[src/procPkg.sv]
// Widths, opcodes, ALU operations, branch kinds and immediate sign extension helpers
package procPkg;

  parameter int WORD_W = 16;
  parameter int REG_ADDR_W = 3;

  // Opcode field in instruction bits 15 to 12
  localparam logic [3:0] OP_HALT = 4'h0;
  localparam logic [3:0] OP_ADD  = 4'h1;
  localparam logic [3:0] OP_SUB  = 4'h2;
  localparam logic [3:0] OP_AND  = 4'h3;
  localparam logic [3:0] OP_XOR  = 4'h4;
  localparam logic [3:0] OP_ADDI = 4'h5;
  localparam logic [3:0] OP_LD   = 4'h6;
  localparam logic [3:0] OP_ST   = 4'h7;
  localparam logic [3:0] OP_BEQZ = 4'h8;
  localparam logic [3:0] OP_BNEZ = 4'h9;
  localparam logic [3:0] OP_J    = 4'hA;

  typedef enum logic [2:0] {
    ALU_ADD,
    ALU_SUB,
    ALU_AND,
    ALU_XOR,
    ALU_PASS
  } aluOpT;

  // Control transfer kind carried from decode to execute
  localparam logic [1:0] BR_NONE = 2'd0;
  localparam logic [1:0] BR_EQZ  = 2'd1;
  localparam logic [1:0] BR_NEZ  = 2'd2;
  localparam logic [1:0] BR_J    = 2'd3;

  function automatic logic [WORD_W-1:0] sext6(input logic [5:0] v);
    return {{(WORD_W-6){v[5]}}, v};
  endfunction

  function automatic logic [WORD_W-1:0] sext9(input logic [8:0] v);
    return {{(WORD_W-9){v[8]}}, v};
  endfunction

  function automatic logic [WORD_W-1:0] sext12(input logic [11:0] v);
    return {{(WORD_W-12){v[11]}}, v};
  endfunction

endpackage

[src/decodeStage.sv]
// Instruction decode, register file, hazard stall, illegal opcode flag and the ID/EX register
`timescale 1ns/100ps
module decodeStage
  import procPkg::*;
(
  input  logic                  clk,
  input  logic                  reset,
  input  logic                  memStall,
  input  logic                  redirect,
  input  logic [WORD_W-1:0]     ifInstr,
  input  logic [WORD_W-1:0]     ifPc,
  input  logic                  ifValid,
  input  logic [REG_ADDR_W-1:0] exDestReg,
  input  logic                  exRegWrite,
  input  logic [REG_ADDR_W-1:0] memDestReg,
  input  logic                  memRegWrite,
  input  logic                  wbEn,
  input  logic [REG_ADDR_W-1:0] wbReg,
  input  logic [WORD_W-1:0]     wbData,
  output logic                  hazardStall,
  output logic                  haltSeen,
  output logic                  err,
  output logic                  idValid,
  output aluOpT                 idAluOp,
  output logic [WORD_W-1:0]     idOpA,
  output logic [WORD_W-1:0]     idOpB,
  output logic [WORD_W-1:0]     idStoreData,
  output logic [WORD_W-1:0]     idImm,
  output logic [WORD_W-1:0]     idPc,
  output logic [REG_ADDR_W-1:0] idDest,
  output logic                  idRegWrite,
  output logic                  idMemRead,
  output logic                  idMemWrite,
  output logic [1:0]            idBranchKind,
  output logic                  idHalt
);

  logic [WORD_W-1:0]     regFile [0:(1<<REG_ADDR_W)-1];
  logic [REG_ADDR_W-1:0] srcA, srcB, dest;
  logic [WORD_W-1:0]     valA, valB, imm;
  logic                  useA, useB, useImm, writesReg;
  logic                  isLoad, isStore, isHalt, illegal;
  logic                  hitA, hitB, issue, haltLatched;
  logic [1:0]            branchKind;
  aluOpT                 aluOp;

  always_comb begin
    dest = ifInstr[11:9];
    srcA = ifInstr[8:6];
    srcB = ifInstr[5:3];
    imm = sext6(ifInstr[5:0]);
    {useA, useB, useImm, writesReg} = 4'b0000;
    {isLoad, isStore, isHalt, illegal} = 4'b0000;
    aluOp = ALU_PASS;
    branchKind = BR_NONE;
    case (ifInstr[15:12])
      OP_ADD:  {aluOp, useA, useB, writesReg} = {ALU_ADD, 3'b111};
      OP_SUB:  {aluOp, useA, useB, writesReg} = {ALU_SUB, 3'b111};
      OP_AND:  {aluOp, useA, useB, writesReg} = {ALU_AND, 3'b111};
      OP_XOR:  {aluOp, useA, useB, writesReg} = {ALU_XOR, 3'b111};
      OP_ADDI: {aluOp, useA, useImm, writesReg} = {ALU_ADD, 3'b111};
      OP_LD:   {aluOp, useA, useImm, writesReg, isLoad} = {ALU_ADD, 4'b1111};
      OP_ST: begin
        // Store data register shares the rd field
        srcB = ifInstr[11:9];
        {aluOp, useA, useB, useImm, isStore} = {ALU_ADD, 4'b1111};
      end
      OP_BEQZ, OP_BNEZ: begin
        srcA = ifInstr[11:9];
        useA = 1'b1;
        imm = sext9(ifInstr[8:0]);
        branchKind = (ifInstr[15:12] == OP_BEQZ) ? BR_EQZ : BR_NEZ;
      end
      OP_J: begin
        imm = sext12(ifInstr[11:0]);
        branchKind = BR_J;
      end
      OP_HALT: isHalt = 1'b1;
      default: illegal = 1'b1;
    endcase
  end

  // Register read with writeback bypass and r0 forced to zero
  always_comb begin
    valA = (wbEn && wbReg == srcA) ? wbData : regFile[srcA];
    valB = (wbEn && wbReg == srcB) ? wbData : regFile[srcB];
    if (srcA == '0) valA = '0;
    if (srcB == '0) valB = '0;
  end

  // RAW check against execute and memory stages
  assign hitA = (exRegWrite && exDestReg == srcA) || (memRegWrite && memDestReg == srcA);
  assign hitB = (exRegWrite && exDestReg == srcB) || (memRegWrite && memDestReg == srcB);
  assign hazardStall = ifValid & ((useA & hitA) | (useB & hitB));
  assign issue = ifValid & ~illegal & ~redirect & ~hazardStall;
  assign haltSeen = haltLatched | (ifValid & isHalt);

  always_ff @(posedge clk) begin
    if (reset) begin
      idValid      <= 1'b0;
      idRegWrite   <= 1'b0;
      idMemRead    <= 1'b0;
      idMemWrite   <= 1'b0;
      idBranchKind <= BR_NONE;
      idHalt       <= 1'b0;
      haltLatched  <= 1'b0;
      err          <= 1'b0;
    end else begin
      if (!memStall) begin
        idValid      <= issue;
        idRegWrite   <= issue & writesReg & (dest != '0);
        idMemRead    <= issue & isLoad;
        idMemWrite   <= issue & isStore;
        idBranchKind <= issue ? branchKind : BR_NONE;
        idHalt       <= issue & isHalt;
        if (issue && isHalt) haltLatched <= 1'b1;
      end
      if (ifValid && illegal && !redirect) err <= 1'b1;
    end
  end

  always_ff @(posedge clk) begin
    if (!memStall) begin
      idAluOp     <= aluOp;
      idOpA       <= valA;
      idOpB       <= useImm ? imm : valB;
      idStoreData <= valB;
      idImm       <= imm;
      idPc        <= ifPc;
      idDest      <= dest;
    end
  end

  always_ff @(posedge clk) begin
    if (wbEn) regFile[wbReg] <= wbData;
  end

  // Writes to r0 are dropped before they reach writeback
  assert property (@(posedge clk) disable iff (reset) wbEn |-> wbReg != '0);

endmodule

[config.mk]
export PLATFORM = sky130hd
export DESIGN_NAME = decodeStage
export DESIGN_NICKNAME = d
export VERILOG_FILES = /design/src/procPkg.sv /design/src/decodeStage.sv
export SDC_FILE = /design/constraint.sdc
export NUM_CORES = 1
export LEC_CHECK = 0
export ABC_AREA = 1
export ABC_CLOCK_PERIOD_IN_PS = 2900
export BUFFER_PORTS_ARGS = -buffer_cell sky130_fd_sc_hd__buf_2
export CORE_MARGIN = 5
export CORE_UTILIZATION = 30
export CTS_CLUSTER_DIAMETER = 100
export DETAILED_ROUTE_END_ITERATION = 6
export PLACE_DENSITY_LB_ADDON = 0.3
export SETUP_SLACK_MARGIN = 0.5
export SLEW_MARGIN = 20
export SYNTH_ARGS = -nofsm -noshare
export SYNTH_HDL_FRONTEND = slang
export SYNTH_SLANG_ARGS = --single-unit
export TNS_END_PERCENT = 30
[constraint.sdc]
create_clock -name clk -period 2.9 [get_ports clk]
set_input_delay 0.29 -clock clk [delete_from_list [all_inputs] [get_ports clk]]
set_output_delay 0.29 -clock clk [all_outputs]
set_load 0.02 [all_outputs]
# Yosys cells after proc, flatten, opt, wreduce, memory -nomap -nowiden
# Memories as Yosys holds them, arrays and structs flattened. A register that Yosys moved wholly into a read port is not among the register bits.
# Cells that the tools add are included.
[classes]
muxes = 20
n_bitwise = 17
n_reduce_logical = 24
eq_ne = 15
[op_table]
columns = ["cell", "n"]
rows = [
  ["two-way mux 16 bit", 3],
  ["one-hot mux 16 bit (2 select lines)", 1],
  ["equality test 4 x 3 -> 1 bit, second input constant", 4],
  ["equality test 3 bit", 5],
  ["AND 1 bit", 12],
  ["equality test 4 bit, second input constant", 3],
  ["one-hot mux 3 bit (4 select lines)", 1],
  ["OR reduction 11 bit", 1],
  ["two-way mux 1 bit", 10],
  ["OR reduction 9 bit", 1],
  ["equality test 4 x 2 -> 1 bit, second input constant", 2],
  ["logical AND 1 bit", 8],
  ["zero test 3 bit", 2],
  ["two-way mux 3 bit", 2],
  ["OR reduction 6 bit", 1],
  ["OR reduction 5 bit", 1],
  ["equality test 4 x 1 -> 1 bit, second input constant", 1],
  ["zero test 4 bit", 1],
  ["two-way mux 2 bit", 2],
  ["one-hot mux 2 bit (2 select lines)", 1],
  ["OR reduction 4 bit", 1],
  ["inverter 1 bit", 3],
  ["nonzero test 3 bit", 1],
  ["OR reduction 3 bit", 1],
  ["other kinds (5)", 8],
]
[totals]
mem_bits_rw = 128
elab_cells = 91
n_memories = 1
inputBits = 65
out_inout_bits = 96
reg_bits = 79
[memory_table]
columns = ["memory", "depth", "word_bits", "rd", "rd_ports_with_merged_regs", "wr", "line_no", "rtl"]
rows = [
  ["regFile", 8, 16, 2, 1, 1, "decodeStage.sv:38", "logic [WORD_W-1:0] regFile [0:(1<<REG_ADDR_W)-1];"],
]

# Logic depth before layout (Yosys ltp)
# Gate-level depths: netlist of the first run.
[depth]
ltp_word = 13
depth_mapped = 15
ltp_nobuf = 15

# Worst setup path before layout of the first run
# Ideal clock, no wire load.
[synth_path]
path_type = "in2reg"
startpoint = "in memStall"
endpoint = "reg haltLatched"
t_arrival_ns = 2.842
setup_time_ns = 0.070
n_path_buf = 1
required_time_ns = 2.830
setup_slack_ns = -0.012
stages = 6
cell_sequence = "clkbuf_1 -> inv_1 -> nand3_1 -> nor2_1 -> nand3_1 -> a21oi_1"
[synth_between]
elab_chain_cells = 2
[synth_lines]
columns = ["item", "line_no", "rtl"]
rows = [
  ["from (decl)", "decodeStage.sv:8", "input logic memStall,"],
  ["inverter 1 bit (no line)", "--", ""],
  ["AND reduction 2 bit (no line)", "--", ""],
  ["to (signal assigned)", "decodeStage.sv:106", "haltLatched <= 1'b0;"],
  ["to (signal assigned)", "decodeStage.sv:116", "if (issue && isHalt) haltLatched <= 1'b1;"],
  ["to (decl)", "decodeStage.sv:43", "logic hitA, hitB, issue, haltLatched;"],
]
# Every way passes these cells.
# A chain may end at the register's enable or synchronous reset.

# Final worst setup path of the first run
[layout_path]
startpoint = "in ifInstr[14]"
endpoint = "out hazardStall"
[layout_between]
elab_chain_cells = 9
elab_cells_between_ends = 30
cone_classes = "13 x eq/ne; 4 x mux; 4 x bitwise; 9 x reduce/logical"
[layout_lines]
columns = ["item", "line_no", "rtl"]
rows = [
  ["from (decl)", "decodeStage.sv:10", "input logic [WORD_W-1:0] ifInstr,"],
  ["equality test 4 bit", "decodeStage.sv:56", "case (ifInstr[15:12])"],
  ["OR reduction 2 bit", "decodeStage.sv:56", ""],
  ["two-way mux 3 bit", "decodeStage.sv:56", ""],
  ["equality test 3 bit", "decodeStage.sv:92", "assign hitA = (exRegWrite && exDestReg == srcA) || (memRegWrite && memDestReg == srcA);"],
  ["logical AND 1 bit", "decodeStage.sv:92", ""],
  ["logical OR 1 bit", "decodeStage.sv:92", ""],
  ["AND 1 bit", "decodeStage.sv:94", "assign hazardStall = ifValid & ((useA & hitA) | (useB & hitB));"],
  ["bitwise OR 1 bit *", "decodeStage.sv:94", ""],
  ["AND 1 bit *", "decodeStage.sv:94", ""],
  ["to (decl)", "decodeStage.sv:20", "output logic hazardStall,"],
]
# Mark *: on every way between the ends. The rest lies on a longest branch, timed or not.

==> qor.yml, run 1 <==
status: "complete, no violations"
drcViolationCount: 0
cts_buffers: 24
root_buffer: "clkbuf_16"
peakVddDrop_mv: 0.372
io-pin-count: 161
crit_arrival_ps: 1980
tightest_slew_ps: 821
finalSetupTns_ps: 0
cp-start-kind: "primary input"
syn_to_final_growth_pct: 23.5
whs_ps: 27.0
top_layer: "met4"
cp-end-kind: "output port"
met3_length_um: 2990
core-area_mm2: 0.0345
syn_nets: 1098
dp_hpwl_um: 20900
vias_per_cell: 5.05
final-hold-violation-count: 0
grt_start_max_net_pins: 63
fillers: 3402
met2_length_um: 13900
final_period_minus_worst_setup_slack_ps: 2270
layout_common_cells: "nand2_1 (232), edfxtp_1 (210), buf_2 (161), nand3_1 (122), nor2_1 (85)"
cts-htree-levels: 1
maxCapViolations: 0
final-setup-viol-count: 0
synth.yosys.seq_area_share: 0.620
ys_ff_latch: 219
leakagePower_nw: 5.11
max_freq_mhz: 441
drtAntennaViolNets: 0
grt.overflow.total: 0
netlist_area_mm2: 0.0105
grt_first_pass_wirelength_um: 48700
antenna_found_initial: 0
clock_latency_ps: 530
power_w: 0.00791
relSlewSlack: 0.452
finClkSkew_ps: 12.5
synth_cell_types: 35
die_x_um: 197
drive_above_1_share: 0.234
path_max_fanout: 17
avgSynthCellArea_um2: 10.1
start_util: 0.304
clock-sinks: 219
final_common_cell: "nand2_1"
first_global_vias: 8209
clockBufferDepth: 3
rsz0062_at_grt: "no"
yosys_warnings: 0
wl_per_cell_um: 19.2
grt_usage: 0.159
finalCritPeriodShare: 0.782
num-nets-final: 1284
placed_area_mm2: 0.0118
p_per_area_mw_per_mm2: 612
drv_slew: 0
io_buffers: 160
num_rows: 68
drt_pass1_iterations: 6
drtIter0Drc: 761
crit_type: "in -> out"
wirelength_um: 32500
fin_util: 0.375
place_congestion: 0.821
syn_inst: 1033
tritoncts: "built"
vias: 8558
hold_class: "in -> reg"
fp.dieH_um: 197
final_cell_area_mm2: 0.0129
clk_pin_slew_ps: 60
die-area_mm2: 0.0387
wl_met1_um: 14700
required_ps: 2610
-- cell type report --
| cell class | count | area, um2 | share of cell area |
|---|---|---|---|
| Clock buffer | 29 | 619 | 0.0479 |
| Antenna cell | 1 | 2.50 | 0.000194 |
| Tap cell | 455 | 569 | 0.0440 |
| Inverter | 55 | 215 | 0.0167 |
| Sequential cell | 219 | 6490 | 0.502 |
| Multi-Input combinational cell | 697 | 3450 | 0.267 |
| Clock inverter | 15 | 131 | 0.0102 |
| Timing Repair Buffer | 222 | 1450 | 0.112 |
-- Yosys cell counts, drive strengths merged --
cell    count  share of area
a211oi      1        0.00072
a21oi      32          0.016
a31oi      21          0.013
buf        51          0.032
clkbuf     11         0.0041
clkinv      1        0.00036
dfxtp       9          0.017
edfxtp    210           0.60
inv        54          0.019
nand2     251          0.096
nand3     128          0.063
nand3b     12         0.0086
nand4       1        0.00060
nor2       90          0.035
nor3        2         0.0014
o211ai     24          0.018
o21a        2         0.0014
o21ai     108          0.055
o22ai      25          0.016
-- power breakdown --
part           switching, W  leakage, nW  internal (W)  total (W)
sequential        0.0000683         2.05       0.00368    0.00375
clock               0.00122        0.366       0.00170    0.00292
combinational      0.000835         2.70      0.000404    0.00124
-- worst max-delay path: stages --
cell and delay (ps):
buf_2 150, inv_4 80, nor2_8 200, nand2_8 110
nand2_4 90, nand2_4 100, buf_12 170, nand2_1 60
nand2_1 40, nor2_1 80, nand2_1 50, nand2_1 80
nand2_1 60, nand2_1 70, nand2_2 110, inv_1 70
buf_2 160
-- metrics by stage --
| stage | setup WS [ps] | std cells |
|---|---|---|
| 2_1_floorplan | 559 | 1033 |
| 3_3_place_gp | 389 | 1622 |
| 3_5_place_dp | 326 | 1622 |
| 4_1_cts | 510 | 1686 |
| 5_1_grt | 485 | 1692 |
| 6_report | 633 | 1693 |
-- logic make-up (layout without fill, tap and decap cells) --
logic type | after synthesis | count (layout) | share of synthesized area
buf+inv | 117 | 321 | 0.0555
flops | 219 | 219 | 0.620
other cells | 0 | 1 | 0
compound gates | 213 | 213 | 0.120
simple gates | 484 | 484 | 0.205
-- per-layer routing --
layer	vias up	track usage
li1	4047	-
met2	404	0.245
met4	0	0.0434
met1	4041	0.228
met3	66	0.0371
met5	-	0
-- worst paths after layout --
path,from,endpoint,slack (ps),cells after the start
worst max register to register,regFile[6][12],idOpB[12],1390,8
worst min-delay path,ifInstr[4],idImm[4],30,1
worst max-delay path,ifInstr[14],hazardStall,630,17
worst min register to register,err,err,460,2
-- state kept, by name, summed over array words and instances, names as in the netlist --
register / count
idOpA: 16
idOpB: 16
idPc: 16
idStoreData: 16
idHalt: 1
idAluOp: 3
idMemRead: 1
idImm: 12
idBranchKind: 2
idValid: 1
idRegWrite: 1
err: 1
haltLatched: 1
regFile: 128
idMemWrite: 1
idDest: 3
-- what timing repair did --
action,4_1_cts,5_1_grt
setup buffers,0,4
gates resized for setup,0,15
endpoints found under the hold margin,19,0
pin swaps,0,1
setup endpoints to repair,1,1
hold buffers,19,0
cloned,1,2
No activity file was read; power rests on OpenSTA's default activity.
==> run 2, diff against run 1 <==
- ABC_CLOCK_PERIOD_IN_PS: 2900 -> 2300
- clock period: 2.9 -> 2.3 ns (I/O delays scaled with it)
==> qor.yml, run 2 (synthesis gave the netlist of run 1 again) <==
critPathBufInv: 6  # +1
fp.dieH_um: 197  # unchanged
start_util: 0.304  # unchanged
die_x_um: 197  # unchanged
internal_power_w: 0.00737  # +27%
tightest_slew_ps: 543  # -279 ps
hold_class: "in -> reg"
vias: 8672  # +1.3%
finalSetupTns_ps: 0  # unchanged
seq_power_share: 0.464  # -0.011
antenna_found_initial: 2  # +2
required_ps: 2070  # -540 ps
syn_to_final_growth_pct: 27.4
layout_setup_ws_ps: 489  # -144 ps
drt_pass1_iterations: 6  # unchanged
cp-start-kind: "primary input"
peakVddDrop_mv: 0.441  # +18%
r2r_cells: 8  # unchanged
cp_common_cell: "nand2_1"
fillers: 3358  # -1.3%
crit_type: "in -> out"
status: "complete, no violations"
switching_share: 0.275  # +0.00642
vias_per_cell: 5.05  # -0.14%
top_register: "regFile"
drcViolationCount: 0  # unchanged
final-setup-viol-count: 0  # unchanged
final_period_minus_worst_setup_slack_ps: 1810
pre_cts_slack_ps: 128  # -198 ps
power_switching_w: 0.00279  # +32%
io-pin-count: 161  # unchanged
cts_buffers: 24  # unchanged
final_common_cell: "nand2_1"
grt_first_pass_wirelength_um: 50000  # +2.8%
rsz0062_at_grt: "yes"
drv_slew: 0  # unchanged
dp_hpwl_um: 21700  # +3.6%
cp_cell_sequence: "buf_8 -> inv_8 -> nor2_8 -> buf_4 -> nand3_4 -> nand2_4 -> buf_12 -> nand2_1 -> nand2_1 -> nor2_1 -> nand2_1 -> nand2_1 -> nand2_1 -> nand2_2 -> nand2_2 -> inv_2 -> buf_6"
clockBufferDepth: 3  # unchanged
wirelength_um: 32700  # +0.68%
io_buffers: 160  # unchanged
core-area_mm2: 0.0345  # unchanged
grt_start_max_net_pins: 46  # -27%
num-nets-final: 1310  # +2.0%
cp.depth: 17  # unchanged
clock-sinks: 219  # unchanged
power_w: 0.0102  # +29%
reg2reg_slack_ps: 870  # -520 ps
wl_per_cell_um: 19.0  # -0.78%
crit_arrival_ps: 1580  # -400 ps
root_buffer: "clkbuf_16"
cp-end-kind: "output port"
tritoncts: "built"
drtIter0Drc: 876  # +15%
cpLargestDelayFamily: "simple AND/OR/NAND/NOR gates"
hold_depth: 3  # +2
register_area_mm2: 0.00649  # unchanged
fin_util: 0.387  # +0.0117
combPwrFrac: 0.161  # +0.004
die-area_mm2: 0.0387  # unchanged
clk_pin_slew_ps: 60  # about the same
num_rows: 68  # unchanged
antennaDiodeCount: 0  # -1
leakagePower_nw: 5.27  # +3.2%
p_per_area_mw_per_mm2: 763  # +25%
placed_area_mm2: 0.0120  # +1.7%
relSlewSlack: 0.637  # +0.184
cts-htree-levels: 1  # unchanged
grt.overflow.total: 0  # unchanged
final-hold-violation-count: 0  # unchanged
clock_latency_ps: 530  # about the same
multi_input_area_mm2: 0.00349  # +1.3%
finClkSkew_ps: 11.9  # -0.585 ps
final_cell_area_mm2: 0.0133  # +3.1%
finalCritPeriodShare: 0.788
path_max_fanout: 7  # -10
crit_slowest_cell: "nor2_8"
slowest_delay_ps: 160  # -40 ps
maxCapViolations: 0  # unchanged
first_global_vias: 8380  # +2.1%
max_freq_mhz: 552
power.share.clock: 0.374  # +0.005
drtAntennaViolNets: 0  # unchanged
largest_reg_flops: 128  # unchanged
layout_common_cells: "nand2_1 (229), edfxtp_1 (210), buf_2 (155), nand3_1 (119), nor2_1 (83)"
drive_above_1_share: 0.257  # +0.0229
grt_usage: 0.164  # +0.00416
place_congestion: 0.885  # +7.8%
[run 2: metrics by stage]
stage,instances,hold WS [ps]
detailed placement,1633,409
global placement,1633,407
floorplan,1033,329
CTS,1713,1.40
global route,1718,25.3
finish,1718,24.0
[run 2: worst min-delay path, stage by stage]
cell	delay, ps
buf_2	130
nand3_1	80
a21oi_1	60
[run 2: layout make-up]
class / count / share of cell area
clock buffer: 25 / 0.0453
clock inverter: 19 / 0.0136
inverter: 55 / 0.0171
multi-input combinational: 697 / 0.262
sequential: 219 / 0.487
tap: 455 / 0.0427
timing repair buffer: 248 / 0.132
[run 2: worst paths after layout]
check	startpoint	to
min reg2reg	idBranchKind[0]	idBranchKind[0]
min	ifValid	err
max	ifInstr[14]	hazardStall
max reg2reg	regFile[5][15]	idOpB[15]
[run 2: power groups by stage]
stage,clock [W],combinational (W),sequential (W)
after floorplan,0,0.000750,0.00499
after global placement,0,0.00154,0.00480
after detailed placement,0,0.00155,0.00480
after CTS,0.00390,0.00163,0.00472
after global routing,0.00407,0.00179,0.00474
final,0.00380,0.00164,0.00472
[run 2: repair_timing]
action                     CTS  global route
pin swaps                    7            12
hold endpoints to repair    36             0
resized for setup           22            17
hold buffers                27             0
gates cloned                 1             0
setup endpoints to repair    1             2
buffers inserted             8             5
[run 2: layer usage]
metal / vias to the layer above / part of all wire / GRT usage
li1: 4084 / - / -
met1: 4110 / 0.44 / 0.233
met2: 417 / 0.45 / 0.256
met3: 57 / 0.090 / 0.0323
met4: 4 / 0.022 / 0.0444
met5: - / 0.00086 / 0
